[src/verilog/frontend_config.svh]
//~~~~~~~~~~~~~~~~~~~~~~~~~~~~~~~~~~~~~~~~~~~~~~~~
// Fetch frontend configuration macros
// Address and instruction widths, fetch width,
// prefetch queue depth, BTB size, reset vector
//~~~~~~~~~~~~~~~~~~~~~~~~~~~~~~~~~~~~~~~~~~~~~~~~

`ifndef FRONTEND_CONFIG_SVH
`define FRONTEND_CONFIG_SVH

// Byte address width
`define FE_AW              32
// log2 of instruction bytes
`define FE_P_INSN_LEN      2
// log2 of instructions per fetch window
`define FE_P_FW            1
// log2 of prefetch queue entries
`define FE_P_IQ_DEPTH      3
// log2 of BTB entries
`define FE_P_BTB           4
// Byte address of the first fetch
`define FE_RST_VECTOR      32'h0000_0100

// Derived sizes
`define FE_INSN_DW         (8 << `FE_P_INSN_LEN)
`define FE_PC_W            (`FE_AW - `FE_P_INSN_LEN)
`define FE_FW              (1 << `FE_P_FW)
`define FE_IQ_DEPTH        (1 << `FE_P_IQ_DEPTH)
`define FE_BTB_NUM         (1 << `FE_P_BTB)

`endif

[src/verilog/fetch_pkg.sv]
//~~~~~~~~~~~~~~~~~~~~~~~~~~~~~~~~~~~~~~~~~~~~~~~~
// Fetch frontend types
// Address, instruction, slot and BTB vectors,
// fetch FSM state encoding
//~~~~~~~~~~~~~~~~~~~~~~~~~~~~~~~~~~~~~~~~~~~~~~~~

`include "frontend_config.svh"

package fetch_pkg;

   // Word address of one instruction
   typedef logic [`FE_PC_W-1:0]                        pc_t;
   typedef logic [`FE_INSN_DW-1:0]                     insn_t;
   // Byte address aligned to the fetch window
   typedef logic [`FE_AW-1:0]                          win_addr_t;
   typedef logic [`FE_FW-1:0]                          slot_mask_t;
   // Counts 0 to FW instructions
   typedef logic [`FE_P_FW:0]                          slot_cnt_t;
   typedef logic [`FE_P_BTB-1:0]                       btb_idx_t;
   typedef logic [`FE_PC_W-`FE_P_BTB-1:0]              btb_tag_t;
   typedef logic [1:0]                                 bp_cnt_t;
   // Queue pointer, MSB is the wrap bit
   typedef logic [`FE_P_IQ_DEPTH:0]                    iq_ptr_t;

   typedef enum logic [1:0]
   {
      FS_IDLE,
      FS_REQ,
      FS_RELEASE
   } fetch_state_t;

endpackage

[src/verilog/fetch_ifs.sv]
//~~~~~~~~~~~~~~~~~~~~~~~~~~~~~~~~~~~~~~~~~~~~~~~~
// Frontend internal interfaces
// bpu_lookup_if  per-slot BTB lookup
// fetch_pkt_if   fetch packet toward the queue
//~~~~~~~~~~~~~~~~~~~~~~~~~~~~~~~~~~~~~~~~~~~~~~~~

`timescale 1ns/10ps

`include "frontend_config.svh"

interface bpu_lookup_if;
   fetch_pkg::pc_t         slot_pc [`FE_FW];
   fetch_pkg::slot_mask_t  taken;
   fetch_pkg::pc_t         target [`FE_FW];
   logic                   any_taken;

   modport requester (output slot_pc, input taken, input target, input any_taken);
   modport responder (input slot_pc, output taken, output target, output any_taken);
endinterface

interface fetch_pkt_if;
   logic                   push;
   fetch_pkg::slot_cnt_t   push_cnt;
   // First slot of the window that carries a valid instruction
   fetch_pkg::slot_cnt_t   push_offset;
   fetch_pkg::insn_t       ins [`FE_FW];
   fetch_pkg::pc_t         pc [`FE_FW];
   fetch_pkg::slot_mask_t  taken;
   // At least FW free entries
   logic                   room;

   modport producer
   (
      output push, output push_cnt, output push_offset,
      output ins, output pc, output taken,
      input  room
   );
   modport consumer
   (
      input  push, input push_cnt, input push_offset,
      input  ins, input pc, input taken,
      output room
   );
endinterface

[src/verilog/branch_predictor.sv]
//~~~~~~~~~~~~~~~~~~~~~~~~~~~~~~~~~~~~~~~~~~~~~~~~
// Direct-mapped branch target buffer
// Per-slot lookup, 2-bit saturating counters,
// training from execute writeback
//~~~~~~~~~~~~~~~~~~~~~~~~~~~~~~~~~~~~~~~~~~~~~~~~

`timescale 1ns/10ps

`include "frontend_config.svh"

module branch_predictor
(
   input  logic                     clk,
   input  logic                     rst_n,
   bpu_lookup_if.responder          lookup,
   input  logic                     bpu_wb,
   input  logic                     bpu_wb_taken,
   input  fetch_pkg::pc_t           bpu_wb_pc,
   input  fetch_pkg::pc_t           bpu_wb_npc_act
);

   logic [`FE_BTB_NUM-1:0]    btb_vld;
   fetch_pkg::btb_tag_t       btb_tag [`FE_BTB_NUM];
   fetch_pkg::pc_t            btb_tgt [`FE_BTB_NUM];
   fetch_pkg::bp_cnt_t        btb_cnt [`FE_BTB_NUM];

   fetch_pkg::btb_idx_t       wb_idx;
   fetch_pkg::bp_cnt_t        wb_cnt;
   logic                      wb_hit;

   function automatic fetch_pkg::btb_idx_t idx_of(input fetch_pkg::pc_t pc);
      return pc[`FE_P_BTB-1:0];
   endfunction

   function automatic fetch_pkg::btb_tag_t tag_of(input fetch_pkg::pc_t pc);
      return pc[`FE_PC_W-1:`FE_P_BTB];
   endfunction

   // Lookup, taken needs a hit and a counter of 2 or 3
   always_comb
   begin
      for (int i = 0; i < `FE_FW; i++)
      begin
         lookup.taken[i]  = btb_vld[idx_of(lookup.slot_pc[i])]
                          & (btb_tag[idx_of(lookup.slot_pc[i])] == tag_of(lookup.slot_pc[i]))
                          & btb_cnt[idx_of(lookup.slot_pc[i])][1];
         lookup.target[i] = btb_tgt[idx_of(lookup.slot_pc[i])];
      end
   end

   assign lookup.any_taken = |lookup.taken;

   // Writeback re-reads its own entry
   assign wb_idx = idx_of(bpu_wb_pc);
   assign wb_cnt = btb_cnt[wb_idx];
   assign wb_hit = btb_vld[wb_idx] & (btb_tag[wb_idx] == tag_of(bpu_wb_pc));

   always_ff @(posedge clk or negedge rst_n)
   begin
      if (!rst_n)
         btb_vld <= '0;
      else if (bpu_wb && bpu_wb_taken)
         btb_vld[wb_idx] <= 1'b1;
   end

   always_ff @(posedge clk)
   begin
      if (bpu_wb)
      begin
         if (bpu_wb_taken)
         begin
            btb_tag[wb_idx] <= tag_of(bpu_wb_pc);
            btb_tgt[wb_idx] <= bpu_wb_npc_act;
            // New entries start weakly taken
            if (!wb_hit)
               btb_cnt[wb_idx] <= 2'd2;
            else if (wb_cnt != 2'd3)
               btb_cnt[wb_idx] <= wb_cnt + 2'd1;
         end
         else if (wb_hit && (wb_cnt != 2'd0))
            btb_cnt[wb_idx] <= wb_cnt - 2'd1;
      end
   end

   // Execute trains only with a resolved branch
   a_wb_known: assert property (@(posedge clk) disable iff (!rst_n)
      bpu_wb |-> !$isunknown({bpu_wb_taken, bpu_wb_pc, bpu_wb_npc_act}));

endmodule

[src/verilog/fetch_frontend.sv]
//~~~~~~~~~~~~~~~~~~~~~~~~~~~~~~~~~~~~~~~~~~~~~~~~
// Instruction fetch frontend top level
// PC generator, BTB, memory master, queue
//~~~~~~~~~~~~~~~~~~~~~~~~~~~~~~~~~~~~~~~~~~~~~~~~

`timescale 1ns/10ps

`include "frontend_config.svh"

module fetch_frontend
(
   input  logic                           clk,
   input  logic                           rst_n,
   input  logic                           flush,
   input  logic [`FE_PC_W-1:0]            flush_tgt,
   // Instruction memory
   output logic                           imem_req,
   output logic [`FE_AW-1:0]              imem_addr,
   input  logic                           imem_ack,
   input  logic [`FE_FW*`FE_INSN_DW-1:0]  imem_rdata,
   // To decode
   output logic [`FE_FW-1:0]              id_valid,
   output logic [`FE_INSN_DW-1:0]         id_ins [`FE_FW],
   output logic [`FE_PC_W-1:0]            id_pc [`FE_FW],
   output logic [`FE_FW-1:0]              id_bpu_taken,
   input  logic [`FE_P_FW:0]              id_pop_cnt,
   // From execute
   input  logic                           bpu_wb,
   input  logic                           bpu_wb_taken,
   input  logic [`FE_PC_W-1:0]            bpu_wb_pc,
   input  logic [`FE_PC_W-1:0]            bpu_wb_npc_act
);

   logic [`FE_AW-1:0]      fetch_addr;
   logic [`FE_FW-1:0]      slot_valid;
   logic [`FE_PC_W-1:0]    slot_pc [`FE_FW];
   logic [`FE_P_FW:0]      push_cnt;
   logic [`FE_P_FW:0]      push_offset;
   logic                   fetch_done;

   bpu_lookup_if  bpu_if ();
   fetch_pkt_if   pkt_if ();

   pc_gen i_pc_gen
   (
      .clk           (clk),
      .rst_n         (rst_n),
      .flush         (flush),
      .flush_tgt     (flush_tgt),
      .fetch_done    (fetch_done),
      .bpu           (bpu_if.requester),
      .fetch_addr    (fetch_addr),
      .slot_valid    (slot_valid),
      .slot_pc       (slot_pc),
      .push_cnt      (push_cnt),
      .push_offset   (push_offset)
   );

   branch_predictor i_bpu
   (
      .clk              (clk),
      .rst_n            (rst_n),
      .lookup           (bpu_if.responder),
      .bpu_wb           (bpu_wb),
      .bpu_wb_taken     (bpu_wb_taken),
      .bpu_wb_pc        (bpu_wb_pc),
      .bpu_wb_npc_act   (bpu_wb_npc_act)
   );

   imem_fetch i_imem_fetch
   (
      .clk           (clk),
      .rst_n         (rst_n),
      .flush         (flush),
      .fetch_addr    (fetch_addr),
      .slot_valid    (slot_valid),
      .slot_pc       (slot_pc),
      .push_cnt      (push_cnt),
      .push_offset   (push_offset),
      .bpu_taken     (bpu_if.taken),
      .imem_req      (imem_req),
      .imem_addr     (imem_addr),
      .imem_ack      (imem_ack),
      .imem_rdata    (imem_rdata),
      .fetch_done    (fetch_done),
      .pkt           (pkt_if.producer)
   );

   fetch_queue i_fetch_queue
   (
      .clk           (clk),
      .rst_n         (rst_n),
      .flush         (flush),
      .pkt           (pkt_if.consumer),
      .id_valid      (id_valid),
      .id_ins        (id_ins),
      .id_pc         (id_pc),
      .id_bpu_taken  (id_bpu_taken),
      .id_pop_cnt    (id_pop_cnt)
   );

endmodule

[src/verilog/fetch_queue.sv]
//~~~~~~~~~~~~~~~~~~~~~~~~~~~~~~~~~~~~~~~~~~~~~~~~
// Prefetch queue toward decode
// Circular buffer with wrap-bit pointers,
// offset push and multi-entry pop
//~~~~~~~~~~~~~~~~~~~~~~~~~~~~~~~~~~~~~~~~~~~~~~~~

`timescale 1ns/10ps

`include "frontend_config.svh"

module fetch_queue
(
   input  logic                     clk,
   input  logic                     rst_n,
   input  logic                     flush,
   fetch_pkt_if.consumer            pkt,
   output fetch_pkg::slot_mask_t    id_valid,
   output fetch_pkg::insn_t         id_ins [`FE_FW],
   output fetch_pkg::pc_t           id_pc [`FE_FW],
   output fetch_pkg::slot_mask_t    id_bpu_taken,
   input  fetch_pkg::slot_cnt_t     id_pop_cnt
);

   fetch_pkg::insn_t       ins_mem [`FE_IQ_DEPTH];
   fetch_pkg::pc_t         pc_mem [`FE_IQ_DEPTH];
   logic                   tkn_mem [`FE_IQ_DEPTH];

   fetch_pkg::iq_ptr_t     rptr;
   fetch_pkg::iq_ptr_t     wptr;
   fetch_pkg::iq_ptr_t     count;
   fetch_pkg::iq_ptr_t     free_cnt;
   fetch_pkg::iq_ptr_t     wr_ptr [`FE_FW];
   fetch_pkg::iq_ptr_t     rd_ptr [`FE_FW];
   fetch_pkg::slot_cnt_t   wr_src [`FE_FW];
   logic [`FE_FW-1:0]      wr_en;

   assign count    = wptr - rptr;
   assign free_cnt = fetch_pkg::iq_ptr_t'(`FE_IQ_DEPTH) - count;
   assign pkt.room = (free_cnt >= fetch_pkg::iq_ptr_t'(`FE_FW));

   // Entry j takes window slot push_offset + j
   always_comb
   begin
      for (int j = 0; j < `FE_FW; j++)
      begin
         wr_en[j]  = pkt.push & ~flush & (j < int'(pkt.push_cnt));
         wr_ptr[j] = wptr + fetch_pkg::iq_ptr_t'(j);
         wr_src[j] = pkt.push_offset + fetch_pkg::slot_cnt_t'(j);
      end
   end

   always_ff @(posedge clk)
   begin
      for (int j = 0; j < `FE_FW; j++)
      begin
         if (wr_en[j])
         begin
            ins_mem[wr_ptr[j][`FE_P_IQ_DEPTH-1:0]] <= pkt.ins[wr_src[j][`FE_P_FW-1:0]];
            pc_mem[wr_ptr[j][`FE_P_IQ_DEPTH-1:0]]  <= pkt.pc[wr_src[j][`FE_P_FW-1:0]];
            tkn_mem[wr_ptr[j][`FE_P_IQ_DEPTH-1:0]] <= pkt.taken[wr_src[j][`FE_P_FW-1:0]];
         end
      end
   end

   always_ff @(posedge clk or negedge rst_n)
   begin
      if (!rst_n)
      begin
         rptr <= '0;
         wptr <= '0;
      end
      else if (flush)
      begin
         rptr <= '0;
         wptr <= '0;
      end
      else
      begin
         if (pkt.push)
            wptr <= wptr + fetch_pkg::iq_ptr_t'(pkt.push_cnt);
         rptr <= rptr + fetch_pkg::iq_ptr_t'(id_pop_cnt);
      end
   end

   // Two oldest entries toward decode
   always_comb
   begin
      for (int i = 0; i < `FE_FW; i++)
      begin
         rd_ptr[i]       = rptr + fetch_pkg::iq_ptr_t'(i);
         id_valid[i]     = (count > fetch_pkg::iq_ptr_t'(i));
         id_ins[i]       = ins_mem[rd_ptr[i][`FE_P_IQ_DEPTH-1:0]];
         id_pc[i]        = pc_mem[rd_ptr[i][`FE_P_IQ_DEPTH-1:0]];
         id_bpu_taken[i] = tkn_mem[rd_ptr[i][`FE_P_IQ_DEPTH-1:0]] & id_valid[i];
      end
   end

   // Decode pops only what it was shown
   a_pop_valid: assert property (@(posedge clk) disable iff (!rst_n)
      int'(id_pop_cnt) <= $countones(id_valid));

endmodule

[src/verilog/imem_fetch.sv]
//~~~~~~~~~~~~~~~~~~~~~~~~~~~~~~~~~~~~~~~~~~~~~~~~
// Instruction memory read master
// Four-phase req/ack FSM, flush discard,
// packet hand-off to the prefetch queue
//~~~~~~~~~~~~~~~~~~~~~~~~~~~~~~~~~~~~~~~~~~~~~~~~

`timescale 1ns/10ps

`include "frontend_config.svh"

module imem_fetch
(
   input  logic                              clk,
   input  logic                              rst_n,
   input  logic                              flush,
   input  fetch_pkg::win_addr_t              fetch_addr,
   input  fetch_pkg::slot_mask_t             slot_valid,
   input  fetch_pkg::pc_t                    slot_pc [`FE_FW],
   input  fetch_pkg::slot_cnt_t              push_cnt,
   input  fetch_pkg::slot_cnt_t              push_offset,
   input  fetch_pkg::slot_mask_t             bpu_taken,
   output logic                              imem_req,
   output fetch_pkg::win_addr_t              imem_addr,
   input  logic                              imem_ack,
   input  logic [`FE_FW*`FE_INSN_DW-1:0]     imem_rdata,
   output logic                              fetch_done,
   fetch_pkt_if.producer                     pkt
);

   fetch_pkg::fetch_state_t   state;
   fetch_pkg::fetch_state_t   state_nxt;
   logic                      discard;
   logic                      req_start;

   // No new fetch in a flush cycle, the PC is not yet retargeted
   always_comb
   begin
      state_nxt = state;
      case (state)
         fetch_pkg::FS_IDLE:
            if (pkt.room && !flush)
               state_nxt = fetch_pkg::FS_REQ;
         fetch_pkg::FS_REQ:
            if (imem_ack)
               state_nxt = fetch_pkg::FS_RELEASE;
         fetch_pkg::FS_RELEASE:
            if (!imem_ack)
               state_nxt = (pkt.room && !flush) ? fetch_pkg::FS_REQ : fetch_pkg::FS_IDLE;
         default:
            state_nxt = fetch_pkg::FS_IDLE;
      endcase
   end

   assign req_start = (state != fetch_pkg::FS_REQ) && (state_nxt == fetch_pkg::FS_REQ);
   assign imem_req  = (state == fetch_pkg::FS_REQ);

   always_ff @(posedge clk or negedge rst_n)
   begin
      if (!rst_n)
      begin
         state   <= fetch_pkg::FS_IDLE;
         discard <= 1'b0;
      end
      else
      begin
         state <= state_nxt;
         // Flush mid-fetch drops the data but keeps the handshake
         if (state == fetch_pkg::FS_REQ)
         begin
            if (imem_ack)
               discard <= 1'b0;
            else if (flush)
               discard <= 1'b1;
         end
      end
   end

   // Held for the whole request
   always_ff @(posedge clk)
   begin
      if (req_start)
         imem_addr <= fetch_addr;
   end

   assign fetch_done = (state == fetch_pkg::FS_REQ) & imem_ack & ~discard & ~flush;

   assign pkt.push        = fetch_done;
   assign pkt.push_cnt    = push_cnt;
   assign pkt.push_offset = push_offset;
   assign pkt.taken       = bpu_taken & slot_valid;

   always_comb
   begin
      for (int i = 0; i < `FE_FW; i++)
      begin
         pkt.ins[i] = imem_rdata[i*`FE_INSN_DW +: `FE_INSN_DW];
         pkt.pc[i]  = slot_pc[i];
      end
   end

   a_req_hold: assert property (@(posedge clk) disable iff (!rst_n)
      (state == fetch_pkg::FS_REQ && !imem_ack) |=> imem_req);

endmodule

[src/verilog/pc_gen.sv]
//~~~~~~~~~~~~~~~~~~~~~~~~~~~~~~~~~~~~~~~~~~~~~~~~
// PC register and next-PC selection
// Window alignment, slot valid mask, slot PCs,
// push count and push offset
//~~~~~~~~~~~~~~~~~~~~~~~~~~~~~~~~~~~~~~~~~~~~~~~~

`timescale 1ns/10ps

`include "frontend_config.svh"

module pc_gen
(
   input  logic                     clk,
   input  logic                     rst_n,
   input  logic                     flush,
   input  fetch_pkg::pc_t           flush_tgt,
   input  logic                     fetch_done,
   bpu_lookup_if.requester          bpu,
   output fetch_pkg::win_addr_t     fetch_addr,
   output fetch_pkg::slot_mask_t    slot_valid,
   output fetch_pkg::pc_t           slot_pc [`FE_FW],
   output fetch_pkg::slot_cnt_t     push_cnt,
   output fetch_pkg::slot_cnt_t     push_offset
);

   fetch_pkg::pc_t         pc;
   fetch_pkg::pc_t         pc_nxt;
   fetch_pkg::pc_t         win_pc;
   fetch_pkg::pc_t         pred_tgt;
   fetch_pkg::slot_mask_t  aligned;
   fetch_pkg::slot_mask_t  taken_vld;
   logic [`FE_P_FW-1:0]    word_ofs;
   logic                   blocked;

   // Word position of the PC inside its window
   assign word_ofs   = pc[`FE_P_FW-1:0];
   assign win_pc     = {pc[`FE_PC_W-1:`FE_P_FW], {`FE_P_FW{1'b0}}};
   assign fetch_addr = {win_pc, {`FE_P_INSN_LEN{1'b0}}};

   always_comb
   begin
      blocked     = 1'b0;
      push_cnt    = '0;
      push_offset = '0;
      for (int i = 0; i < `FE_FW; i++)
      begin
         slot_pc[i]     = win_pc + fetch_pkg::pc_t'(i);
         bpu.slot_pc[i] = slot_pc[i];
         aligned[i]     = (i >= int'(word_ofs));
         // A taken slot ends the window
         slot_valid[i]  = aligned[i] & ~blocked;
         blocked        = blocked | (slot_valid[i] & bpu.taken[i]);
         push_cnt       = push_cnt + fetch_pkg::slot_cnt_t'(slot_valid[i]);
         push_offset    = push_offset + fetch_pkg::slot_cnt_t'(~aligned[i]);
      end
   end

   assign taken_vld = bpu.taken & slot_valid;

   // Earliest valid taken slot wins
   always_comb
   begin
      pred_tgt = bpu.target[0];
      for (int i = `FE_FW - 1; i >= 0; i--)
      begin
         if (taken_vld[i])
            pred_tgt = bpu.target[i];
      end
   end

   always_comb
   begin
      if (flush)
         pc_nxt = flush_tgt;
      else if (!fetch_done)
         pc_nxt = pc;
      else if (bpu.any_taken && (|taken_vld))
         pc_nxt = pred_tgt;
      else
         pc_nxt = pc + fetch_pkg::pc_t'(push_cnt);
   end

   always_ff @(posedge clk or negedge rst_n)
   begin
      if (!rst_n)
         pc <= fetch_pkg::pc_t'(`FE_RST_VECTOR >> `FE_P_INSN_LEN);
      else
         pc <= pc_nxt;
   end

   // A completed fetch always delivers the instruction at the PC
   a_push_nonzero: assert property (@(posedge clk) disable iff (!rst_n)
      fetch_done |-> (push_cnt != '0));

endmodule
[config.mk]
export PLATFORM = sky130hd
export DESIGN_NAME = fetch_frontend
export DESIGN_NICKNAME = d
export VERILOG_FILES = /design/src/verilog/fetch_pkg.sv /design/src/verilog/fetch_ifs.sv /design/src/verilog/branch_predictor.sv /design/src/verilog/fetch_frontend.sv /design/src/verilog/fetch_queue.sv /design/src/verilog/imem_fetch.sv /design/src/verilog/pc_gen.sv
export VERILOG_INCLUDE_DIRS = /design/src /design/src/verilog
export SDC_FILE = /design/constraint.sdc
export NUM_CORES = 2
export LEC_CHECK = 0
export BUFFER_PORTS_ARGS = -buffer_cell sky130_fd_sc_hd__buf_2
export CORE_UTILIZATION = 48
export DETAILED_ROUTE_END_ITERATION = 8
export GPL_ROUTABILITY_DRIVEN = 1
export PLACE_DENSITY = 0.63
export SLEW_MARGIN = 15
export SYNTH_ARGS = -nofsm -noshare
export SYNTH_HDL_FRONTEND = slang
export SYNTH_SLANG_ARGS = --single-unit
[constraint.sdc]
create_clock -name clk -period 21.9 [get_ports clk]
set_input_delay 4.38 -clock clk [delete_from_list [all_inputs] [get_ports clk]]
set_output_delay 4.38 -clock clk [all_outputs]
set_load 0.01 [all_outputs]
# Word-level counts from Yosys, hierarchy flattened
# Memory sizes are Yosys's and may differ from the RTL's.
# Index checks and enable logic that the tools add are counted.
[word_totals]
ff_bits = 86
ramBits = 1432
input_bits = 162
out_inout_bits = 161
word_cells = 147
mem_count = 6
[op_classes]
addsub = 13
order_cmp = 14
eq_ne = 8
n_mux = 61
n_bitwise = 24
n_reduce_logical = 14
[memory_table]
columns = ["memory", "depth", "width", "read_ports", "rd_clocked_by_memory_dff", "wr", "line", "rtl"]
rows = [
  ["i_bpu.btb_tgt", 16, 30, 2, 0, 1, "branch_predictor.sv:24", "fetch_pkg::pc_t btb_tgt [`FE_BTB_NUM];"],
  ["i_bpu.btb_tag", 16, 26, 3, 0, 1, "branch_predictor.sv:23", "fetch_pkg::btb_tag_t btb_tag [`FE_BTB_NUM];"],
  ["i_fetch_queue.ins_mem", 8, 32, 2, 0, 2, "fetch_queue.sv:24", "fetch_pkg::insn_t ins_mem [`FE_IQ_DEPTH];"],
  ["i_fetch_queue.pc_mem", 8, 30, 2, 0, 2, "fetch_queue.sv:25", "fetch_pkg::pc_t pc_mem [`FE_IQ_DEPTH];"],
  ["i_bpu.btb_cnt", 16, 2, 3, 0, 1, "branch_predictor.sv:25", "fetch_pkg::bp_cnt_t btb_cnt [`FE_BTB_NUM];"],
  ["i_fetch_queue.tkn_mem", 8, 1, 2, 0, 2, "fetch_queue.sv:26", "logic tkn_mem [`FE_IQ_DEPTH];"],
]
[op_table]
columns = ["op", "count"]
rows = [
  ["two-way mux 30 bit", 11],
  ["two-way mux 32 bit", 6],
  ["== test 26 bit", 3],
  ["two-way mux 1 bit", 31],
  ["adder 30 x 1 -> 30 bit, second input constant", 1],
  ["adder 30 x 2 -> 30 bit", 1],
  ["OR 16 bit", 1],
  ["< comparator 4 x 5 -> 1 bit, second input constant", 3],
  ["AND 1 bit", 14],
  ["two-way mux 4 bit", 3],
  ["two-way mux 2 bit", 5],
  ["adder 4 x 2 -> 4 bit", 2],
  ["binary-select mux 1 bit (select 4 bit)", 2],
  ["> comparator 4 x 1 -> 1 bit, second input constant", 2],
  ["adder 3 x 1 -> 3 bit, second input constant", 2],
  ["logical AND 1 bit", 6],
  ["one-hot mux 2 bit (3 select lines)", 1],
  ["nonzero test 2 bit", 3],
  ["demux 1 bit (select 4 bit)", 1],
  ["== test 2 x 1 -> 1 bit, second input constant", 2],
  ["greater-or-equal comparator 2 bit, second input constant", 2],
  ["greater-or-equal comparator 4 x 1 -> 1 bit, second input constant", 1],
  ["greater-or-equal comparator 4 x 2 -> 1 bit, second input constant", 1],
  ["< comparator 1 x 2 -> 1 bit, first input constant", 2],
  ["20 further kinds", 28],
]

# Longest topological paths before layout
[depth]
word_depth = 12
mapped_depth = 20
mapped_depth_nobuf = 17

# By module
# Synthesis repeated with hierarchy kept, for this count alone.
[unflattened]
cells_unflattened = 4787
hier_area_um2 = 83542.6
[by_module_without_submodules]
columns = ["module", "instances", "cells_each", "area_per_inst_um2", "seq_area_each_um2"]
rows = [
  ["branch_predictor", 1, 2354, 48017.3, 28267.1],
  ["fetch_queue", 1, 1748, 29718.5, 15334.7],
  ["pc_gen", 1, 508, 3716.1, 752.0],
  ["imem_fetch", 1, 177, 2090.8, 1036.0],
]

# Least setup slack after synthesis
# OpenSTA, ideal clock, no wires.
[synth_path]
path_kind = "input to register"
from = "input imem_ack"
to = "memory i_fetch_queue.ins_mem[1][0] (netlist bit) (enable)"
setup_time_ns = 0.581
arrival_ns = 10.168
required_time_ns = 21.319
slack_ns = 11.151
path_stages = 6
path_buffers = 1
cell_sequence = "nand2_1 or2_2 clkbuf_1 nor2_1 nand2_1 o32ai_1"
[synth_rtl]
columns = ["element", "line", "rtl"]
rows = [
  ["start, declared", "fetch_frontend.sv:19", "input logic imem_ack,"],
  ["end, declared", "fetch_queue.sv:24", ""],
]

==> out/metrics.cfg <==
[drt]
first_pass_iters = 6
vias_per_cell = 6.40
vias = 40500
drt-initial-drc-count = 4248
drt_wl_total_um = 207000
wire_per_inst_um = 32.7
drc_errors = 0
ant_nets = 0

[hold_path]
holdCritStartpoint = i_bpu.btb_vld[2]$_DFFE_PN0P_
min_delay_worst_endpoint = i_bpu.btb_vld[2]$_DFFE_PN0P_
worst_hold_path_type = reg -> reg
hold_path_depth = 1

[synthesis]
avgSynthCellArea_sq_um = 18.0
synth_top_flop_cell = edfxtp_1
ys_types = 87
ys_warn_count = 0
synth_area_sq_um = 70800
synth_area_leaders = edfxtp_1 (62%), mux4_2 (17%), mux2_1 (3.7%), mux2i_1 (3.7%), dfrtp_1 (2.0%)
netlist_top_cells_count = edfxtp_1 (1,461), mux4_2 (519), nand2_1 (322)
synth-async-reset-ratio_pct = 3.75
synth-edff-count = 1461
yosysSeqAreaShare_pct = 64.0
postSynthCellCount = 3945
yosysMostFrequentCell = edfxtp_1
synth_top_area_share_pct = 62.0
synth_top_area_cell = edfxtp_1
synth-seq-cells = 1518

[layout]
final_core_util_pct = 54.5
fin_nets = 4452
drive_gt1_share_pct = 30.9
area_delta_synth_final_pct = 12.5
stdcell_count = 6328

[worst_setup_path]
critPathMaxFanout = 136
cp.arrival_ns = 4.73
crit_path_end_kind = output pin
reg2reg_depth = 19
critPathKind = reg -> out
rrSetupSlack_ns = 14.30
start_kind = flip-flop
required_ns = 17.52
r2r-start = i_pc_gen.pc[1]$_DFFE_PN0P_
regToRegEndpoint = i_pc_gen.pc[29]$_DFFE_PN0P_

[pwr]
leakagePower_uw = 0.0267
cellPowerDensity_nw_per_um2 = 95.4
irDropWorstVdd_mv = 0.0857

[clock_network]
insertion_delay_ns = 0.82
cts_hold_buffers = 0
cts_setup_buffers = 0
clk_pin_slew_ns = 0.06
numCtsBuffers = 160
cts_tree = done
root_buffer = clkbuf_16
clock_path_buffers = 3
clock_sinks = 1518
post_cts_resized = 0
htree_num_levels = 4

[place]
portBuffers = 319
dp_hpwl_um = 122000
gp_congestion = 0.867
placed_cells = 6027

[grt]
grt_pass1_vias = 41000
grt_overflow = 0
grt_pass1_wl_um = 295000
grt_max_degree = 137
grt_antenna_before_repair = 30
grt.total_usage_pct = 27.8

[timing]
finalClockSkew_ns = 0.0382
setup_viol = 0
max_freq_mhz = 110
final_hold_viol_count = 0
tns_ns = 0
finalCritPeriodShare_pct = 41.6
tightest_slew_ns = 1.19
slew_headroom_pct = 20.8
grt_setup_unrepaired = no
slew_violations = 0
period_needed_ns = 9.11

[floorplanning]
initial_core_util_pct = 48.5
ios = 323
fp.dieH_um = 386
fp.coreArea_sq_um = 146000
chipWidth_um = 386
rows = 140
die-area_sq_um = 149000

[outcome]
status = finished clean

[run]
maxCapViolCount = 0

how the worst max path moves through the flow:
stage	start	to	slack, ns	cells past startpoint
finish	i_fetch_queue.rptr[0]$_DFF_PN0_	id_pc[35]	12.79	7
global route	i_fetch_queue.rptr[0]$_DFF_PN0_	id_pc[35]	12.39	7
CTS	i_fetch_queue.rptr[0]$_DFF_PN0_	id_pc[35]	12.55	7
detailed placement	bpu_wb_pc[0]	i_bpu.btb_cnt[11][0]$_DFFE_PP_	12.48	11
global placement	bpu_wb_pc[0]	i_bpu.btb_cnt[10][0]$_DFFE_PP_	12.55	12
floorplan	imem_ack	i_fetch_queue.ins_mem[1][0]$_DFFE_PP_	11.15	6
flip-flops by register name (all words and copies together), names as in the netlist, 4 cells and up:
| register | count |
|---|---|
| i_imem_fetch.imem_addr | 29 |
| i_fetch_queue.wptr | 4 |
| i_fetch_queue.pc_mem | 240 |
| i_fetch_queue.ins_mem | 256 |
| i_bpu.btb_tag | 416 |
| i_bpu.btb_cnt | 32 |
| i_bpu.btb_tgt | 480 |
| i_fetch_queue.rptr | 4 |
| i_fetch_queue.tkn_mem | 8 |
| i_bpu.btb_vld | 16 |
| i_pc_gen.pc | 30 |
cell families after synthesis:
| kind of cell | count (synthesis) | synth area share, % |
|---|---|---|
| AO/OA/AOI/OAI | 317 | 3.13 |
| XOR/XNOR | 79 | 0.977 |
| adder cells (fa/ha/maj) | 18 | 0.350 |
| buffers and inverters | 299 | 2.32 |
| flip-flops | 1518 | 64.0 |
| multiplexers | 1100 | 25.3 |
| other | 1 | 0.00530 |
| AND/OR/NAND/NOR | 613 | 3.97 |
metrics by stage:
step                      cell area [sq um]  hold WS (ns)  setup WS, ns  total power, uW
after global placement                74500         0.487         12.55             4990
final                                 79700         0.503         12.79             7600
after floorplan                       70800         0.449         11.15             4440
after CTS                             79600         0.502         12.55             7640
after detailed placement              74600         0.480         12.48             5000
after global routing                  79700         0.511         12.39             7830
placed cells by master, fill, tap and decap left out, types with 54 or more instances in the layout:
cell type,count
buf_2,316
xnor2_1,58
a22oi_1,55
mux2_1,232
nand2_1,322
edfxtp_1,1461
mux4_2,519
nor2_1,99
o21ai_0,63
a21oi_1,54
buf_4,107
mux2_2,90
mux2i_1,259
clkbuf_16,160
per-layer routing:
metal  GRT usage (%)  wire length [um]
met5               0               120
met4            7.95              5550
met2            45.1            100000
met3            5.21             17600
met1            38.5             83200
report_power, final:
group          internal [uW]  switching, uW
clock network           1490           1160
registers               3310           94.0
logic                    639            896
critical path, cell delays in order (launching register included):
cell and delay (ns):
dfrtp_4 0.43, buf_4 0.76, buf_4 0.86, buf_12 0.70, mux4_2 0.59, nand2_1 0.08
nand2_1 0.19, buf_2 0.20
cell type report:
type / instances / area [sq um]
clock inverter: 101 / 933
clock buffer: 192 / 4150
antenna: 8 / 20.0
fill: 11500 / 66400
multi-input combinational: 2130 / 24200
inverter: 32 / 124
tap: 1917 / 2400
sequential: 1518 / 45300
timing repair buffer: 430 / 2520
(Power assumes the default switching activity.)
